<file path="src/memory_island_pkg.sv">
/*
 * Memory island shared definitions
 * Sizes of the island, the direct memory protocol structs for narrow and
 * wide ports, the per-bank request struct and the wide-token state
 */

package memory_island_pkg;

    // ------------------------------------------------------------------------
    // Sizes
    // ------------------------------------------------------------------------

    // Two narrow masters share the banks with one wide master
    localparam int unsigned NumNarrowPorts  = 2;
    localparam int unsigned NumBanks        = 4;

    localparam int unsigned NarrowDataWidth = 32;
    // One wide word spans one row across all banks
    localparam int unsigned WideDataWidth   = NumBanks * NarrowDataWidth;
    localparam int unsigned NarrowBeWidth   = NarrowDataWidth / 8;
    localparam int unsigned WideBeWidth     = WideDataWidth / 8;

    // Byte address layout
    // Bits 1:0 byte in word, 3:2 bank, 9:4 row, 11:10 ignored
    localparam int unsigned AddrWidth       = 12;
    localparam int unsigned WordOffWidth    = 2;
    localparam int unsigned BankSelWidth    = 2;
    localparam int unsigned RowWidth        = 6;
    localparam int unsigned BankDepth       = 64;

    // Index of a narrow port, used by round-robin and response routing
    localparam int unsigned PortIdxWidth    = (NumNarrowPorts > 1) ? $clog2(NumNarrowPorts) : 1;

    // ------------------------------------------------------------------------
    // Direct memory protocol
    // ------------------------------------------------------------------------

    typedef struct packed {
        logic                       req;
        logic                       we;
        logic [AddrWidth-1:0]       addr;
        logic [NarrowBeWidth-1:0]   be;
        logic [NarrowDataWidth-1:0] wdata;
    } mem_narrow_req_t;

    typedef struct packed {
        logic                       gnt;
        logic                       rvalid;
        logic [NarrowDataWidth-1:0] rdata;
    } mem_narrow_rsp_t;

    typedef struct packed {
        logic                     req;
        logic                     we;
        logic [AddrWidth-1:0]     addr;
        logic [WideBeWidth-1:0]   be;
        logic [WideDataWidth-1:0] wdata;
    } mem_wide_req_t;

    typedef struct packed {
        logic                     gnt;
        logic                     rvalid;
        logic [WideDataWidth-1:0] rdata;
    } mem_wide_rsp_t;

    // Core to bank, already arbitrated and decoded
    typedef struct packed {
        logic                       en;
        logic                       we;
        logic [RowWidth-1:0]        row;
        logic [NarrowBeWidth-1:0]   be;
        logic [NarrowDataWidth-1:0] wdata;
    } bank_req_t;

    // Wide token, tells who wins the banks when both sides request
    typedef enum logic {
        OWNER_NARROW = 1'b0,
        OWNER_WIDE   = 1'b1
    } arb_owner_e;

endpackage

</file>
<file path="src/mem_req_cut.sv">
/*
 * Port entry cut
 * One-entry spill register on the request path and one register
 * on the response path, shared by narrow and wide ports
 */

`timescale 1ns/1ps

module mem_req_cut #(
    parameter type req_t = memory_island_pkg::mem_narrow_req_t,
    parameter type rsp_t = memory_island_pkg::mem_narrow_rsp_t
) (
    input  logic clk_i,
    input  logic arst_n_i,
    // Upstream side towards the master
    input  req_t req_i,
    output rsp_t rsp_o,
    // Downstream side towards the core
    output req_t req_o,
    input  rsp_t rsp_i
);

    logic                           full_q;
    req_t                           data_q;
    logic                           accept;
    logic                           rvalid_q;
    logic [$bits(rsp_i.rdata)-1:0]  rdata_q;

    // Free slot or the held entry leaves this cycle
    assign accept = req_i.req && (!full_q || rsp_i.gnt);

    always_ff @(posedge clk_i or negedge arst_n_i) begin
        if (!arst_n_i) begin
            full_q   <= 1'b0;
            rvalid_q <= 1'b0;
        end else begin
            if (accept) begin
                full_q <= 1'b1;
            end else if (rsp_i.gnt) begin
                full_q <= 1'b0;
            end
            rvalid_q <= rsp_i.rvalid;
        end
    end

    // Held request payload and returning read data
    always_ff @(posedge clk_i) begin
        if (accept) begin
            data_q <= req_i;
        end
        rdata_q <= rsp_i.rdata;
    end

    always_comb begin
        req_o        = data_q;
        req_o.req    = full_q;
        // Upstream grant follows the free slot
        rsp_o.gnt    = !full_q || rsp_i.gnt;
        rsp_o.rvalid = rvalid_q;
        rsp_o.rdata  = rdata_q;
    end

endmodule

</file>
<file path="config.mk">
export PLATFORM = sky130hd
export DESIGN_NAME = mem_req_cut
export DESIGN_NICKNAME = d
export VERILOG_FILES = /design/src/memory_island_pkg.sv /design/src/mem_req_cut.sv
export SDC_FILE = /design/constraint.sdc
export NUM_CORES = 1
export LEC_CHECK = 0
export BUFFER_PORTS_ARGS = -buffer_cell sky130_fd_sc_hd__buf_2
export CORE_ASPECT_RATIO = 0.9
export CORE_MARGIN = 2
export CORE_UTILIZATION = 43
export CTS_BUF_LIST = sky130_fd_sc_hd__clkbuf_8
export DETAILED_ROUTE_END_ITERATION = 10
export GPL_TIMING_DRIVEN = 0
export PLACE_DENSITY = 0.89
export SETUP_SLACK_MARGIN = 0.15
export SYNTH_ARGS = -nofsm -noshare
export SYNTH_HDL_FRONTEND = slang
export SYNTH_SLANG_ARGS = --single-unit
</file>
<file path="constraint.sdc">
create_clock -name clk_i -period 2.4 [get_ports clk_i]
set_input_delay 0.12 -clock clk_i [delete_from_list [all_inputs] [get_ports clk_i]]
set_output_delay 0.12 -clock clk_i [all_outputs]
set_load 0.005 [all_outputs]
</file>
==> impl_metrics.toml <==
[clocking]
cts_setup_buffers = 0
cts-root-buf = "clkbuf_8"
h-tree-depth = 3
cts_max_path_buffers = 2
clkLatencyLatePin_ns = 0.34
clk_pin_slew_ns = 0.07
cts.sinks = 83
numCtsBuffers = 9
cts_tree = "yes"

[final_layout]
nets = 438
design_area_mm2 = 0.00415
final_core_util = 0.847
num_antenna_cells = 0
area_growth_pct = 87.9
drive_gt1_frac = 0.521

[drt]
dr.pass1.iters = 4
antenna_left = 0
drc = 0
drt-vias-per-instance = 4.38
drt-total-wl_mm = 7.36
drtIter0Drc = 140
num_vias = 1839
wl_per_cell_um = 17.5

[placement]
dp_hpwl_mm = 3.92
gp_congestion = 0.662
portBuffers = 169
placed_area_mm2 = 0.00313

[min_path]
hold_path.class = "primary input to register"

[global_route]
grt_first_pass_wirelength_mm = 10.3
track_usage = 0.259
antenna_found_initial = 0
grt_max_degree = 50
grt_pass1_vias = 1937
grt_overflow_total = 0

[sta]
final_hold_viol_count = 0
setup_violations = 0
fmax_mhz = 709
finalSetupTns_ns = 0
fin_crit_ns = 1.41
finClkSkew_ns = 0.00871
timing.hold.ws_ns = 0.0681
maxSlewViolCount = 0
min_period_over_period = 0.588
slew_headroom = 0.603
worst_pin_slew_ns = 0.596
rsz0062_at_grt = "false"

[yosys]
yosys.cell_types.count = 7
syn_nets = 174
synth_warnings = 0
async_flop_share = 0.0241
ys.flop_type = "edfxtp_1"
ys_seq_area_frac = 0.980
yosysTopAreaCell = "edfxtp_1"
syn_area_per_cell_um2 = 25.1
synth_commonest_cells = "49 x edfxtp_1, 32 x dfxtp_1, 2 x buf_4, 2 x dfrtp_1"
ys_seq_elements = 83
synth_most_common_cell = "edfxtp_1"
synth-edff-count = 49
syn_area_mm2 = 0.00221
syn_inst = 88
synth.top_cell.area_share = 0.667
synth.area.top_cells = "edfxtp_1 67%, dfxtp_1 29%, dfrtp_1 2.3%"

[die]
start_util = 0.451
fp.dieArea_mm2 = 0.00572
die_h_um = 71.9
coreArea_mm2 = 0.00489
die_w_um = 79.5
io-pin-count = 170
rows = 24

[critical_path]
cp-endpoint = "req_o[18]"
required_ns = 2.37
cp_max_fo = 49
crit_type = "register to register"
max_stage_delay_ns = 0.54
r2r_cells = 2
startpoint = "full_q"
rrSetupSlack_ns = 0.99
cp_data_arrival_time_ns = 1.38
crit_slowest_cell = "and2_4"
critPathLaunchType = "register"
cp_cell_sequence = "nand2b_4, and2_4"
reg2reg_from = "full_q"
timing.rr.end = "req_o[18]"
worst_setup_path_end_kind = "register"

[flow_run]
max_cap_violations = 0

[power_and_ir_drop]
ir_worst_vdd_v = 0.000846
p_total_w = 0.00282
p_leak_nw = 1.89
powerDensity_mw_per_mm2 = 680

[run_status]
status = "completed"
## power by group
| part | leakage [nW] | internal [W] | total (W) | switching, W |
|---|---|---|---|---|
| combinational | 1.04 | 0.000190 | 0.000302 | 0.000112 |
| clock | 0.0936 | 0.000459 | 0.000899 | 0.000440 |
| sequential | 0.759 | 0.00159 | 0.00162 | 0.0000247 |
## state kept, by name, indices dropped and copies added, names as in the netlist
name and count:
req_o 49, rdata_q 32, full_q 1, rvalid_q 1
## worst max-delay path, delay by kind of cell (launching register included)
family / cells / cell delay [ns]
flops: 1 / 0.42
simple gates: 2 / 0.63
## logic make-up (layout without fill, tap and decap cells)
group / Yosys count / count (layout) / share of synthesized area
buf+inv: 2 / 269 / 0.00680
simple gates: 3 / 3 / 0.0130
flops: 83 / 83 / 0.980
## through the flow
step,instances,setup WS [ns]
floorplan,88,1.11
global placement,322,1.02
detailed placement,322,0.995
CTS,420,0.986
global route,420,0.887
finish,420,0.989
## repair_timing
action,CTS,global route
hold endpoints to repair,85,0
hold buffers,84,0
gates resized for setup,0,0
## area by class of cell
class / instances / area (um^2)
Buffer: 2 / 15.0
Clock buffer: 9 / 124
Clock inverter: 5 / 47.5
Fill cell: 230 / 749
Multi-Input combinational cell: 3 / 28.8
Sequential cell: 83 / 2160
Tap cell: 65 / 81.3
Timing Repair Buffer: 253 / 1690
## per-layer routing
layer | share of wire | vias to the layer above | GRT usage
met2 | 0.56 | 120 | 0.477
met1 | 0.33 | 862 | 0.266
met5 | 0 | - | 0
li1 | - | 841 | -
met3 | 0.089 | 16 | 0.0995
met4 | 0.020 | 0 | 0.0920
## worst min path at each step
stage	start	end	depth (start not counted)
finish	rsp_i[33]	full_q	3
global route	rsp_i[33]	full_q	3
CTS	rsp_i[33]	full_q	3
detailed placement	arst_n_i	rvalid_q	1
global placement	arst_n_i	rvalid_q	1
floorplan	arst_n_i	full_q	0
## layout by cell type (no fill, tap or decap), types with 2 or more instances in the layout
cell and n:
clkinv_2 2, buf_4 2, buf_2 169, dlygate4sd3_1 84, edfxtp_1 49, clkbuf_8 9
dfrtp_1 2, dfxtp_1 32
No activity file was read; power rests on OpenSTA's default activity.
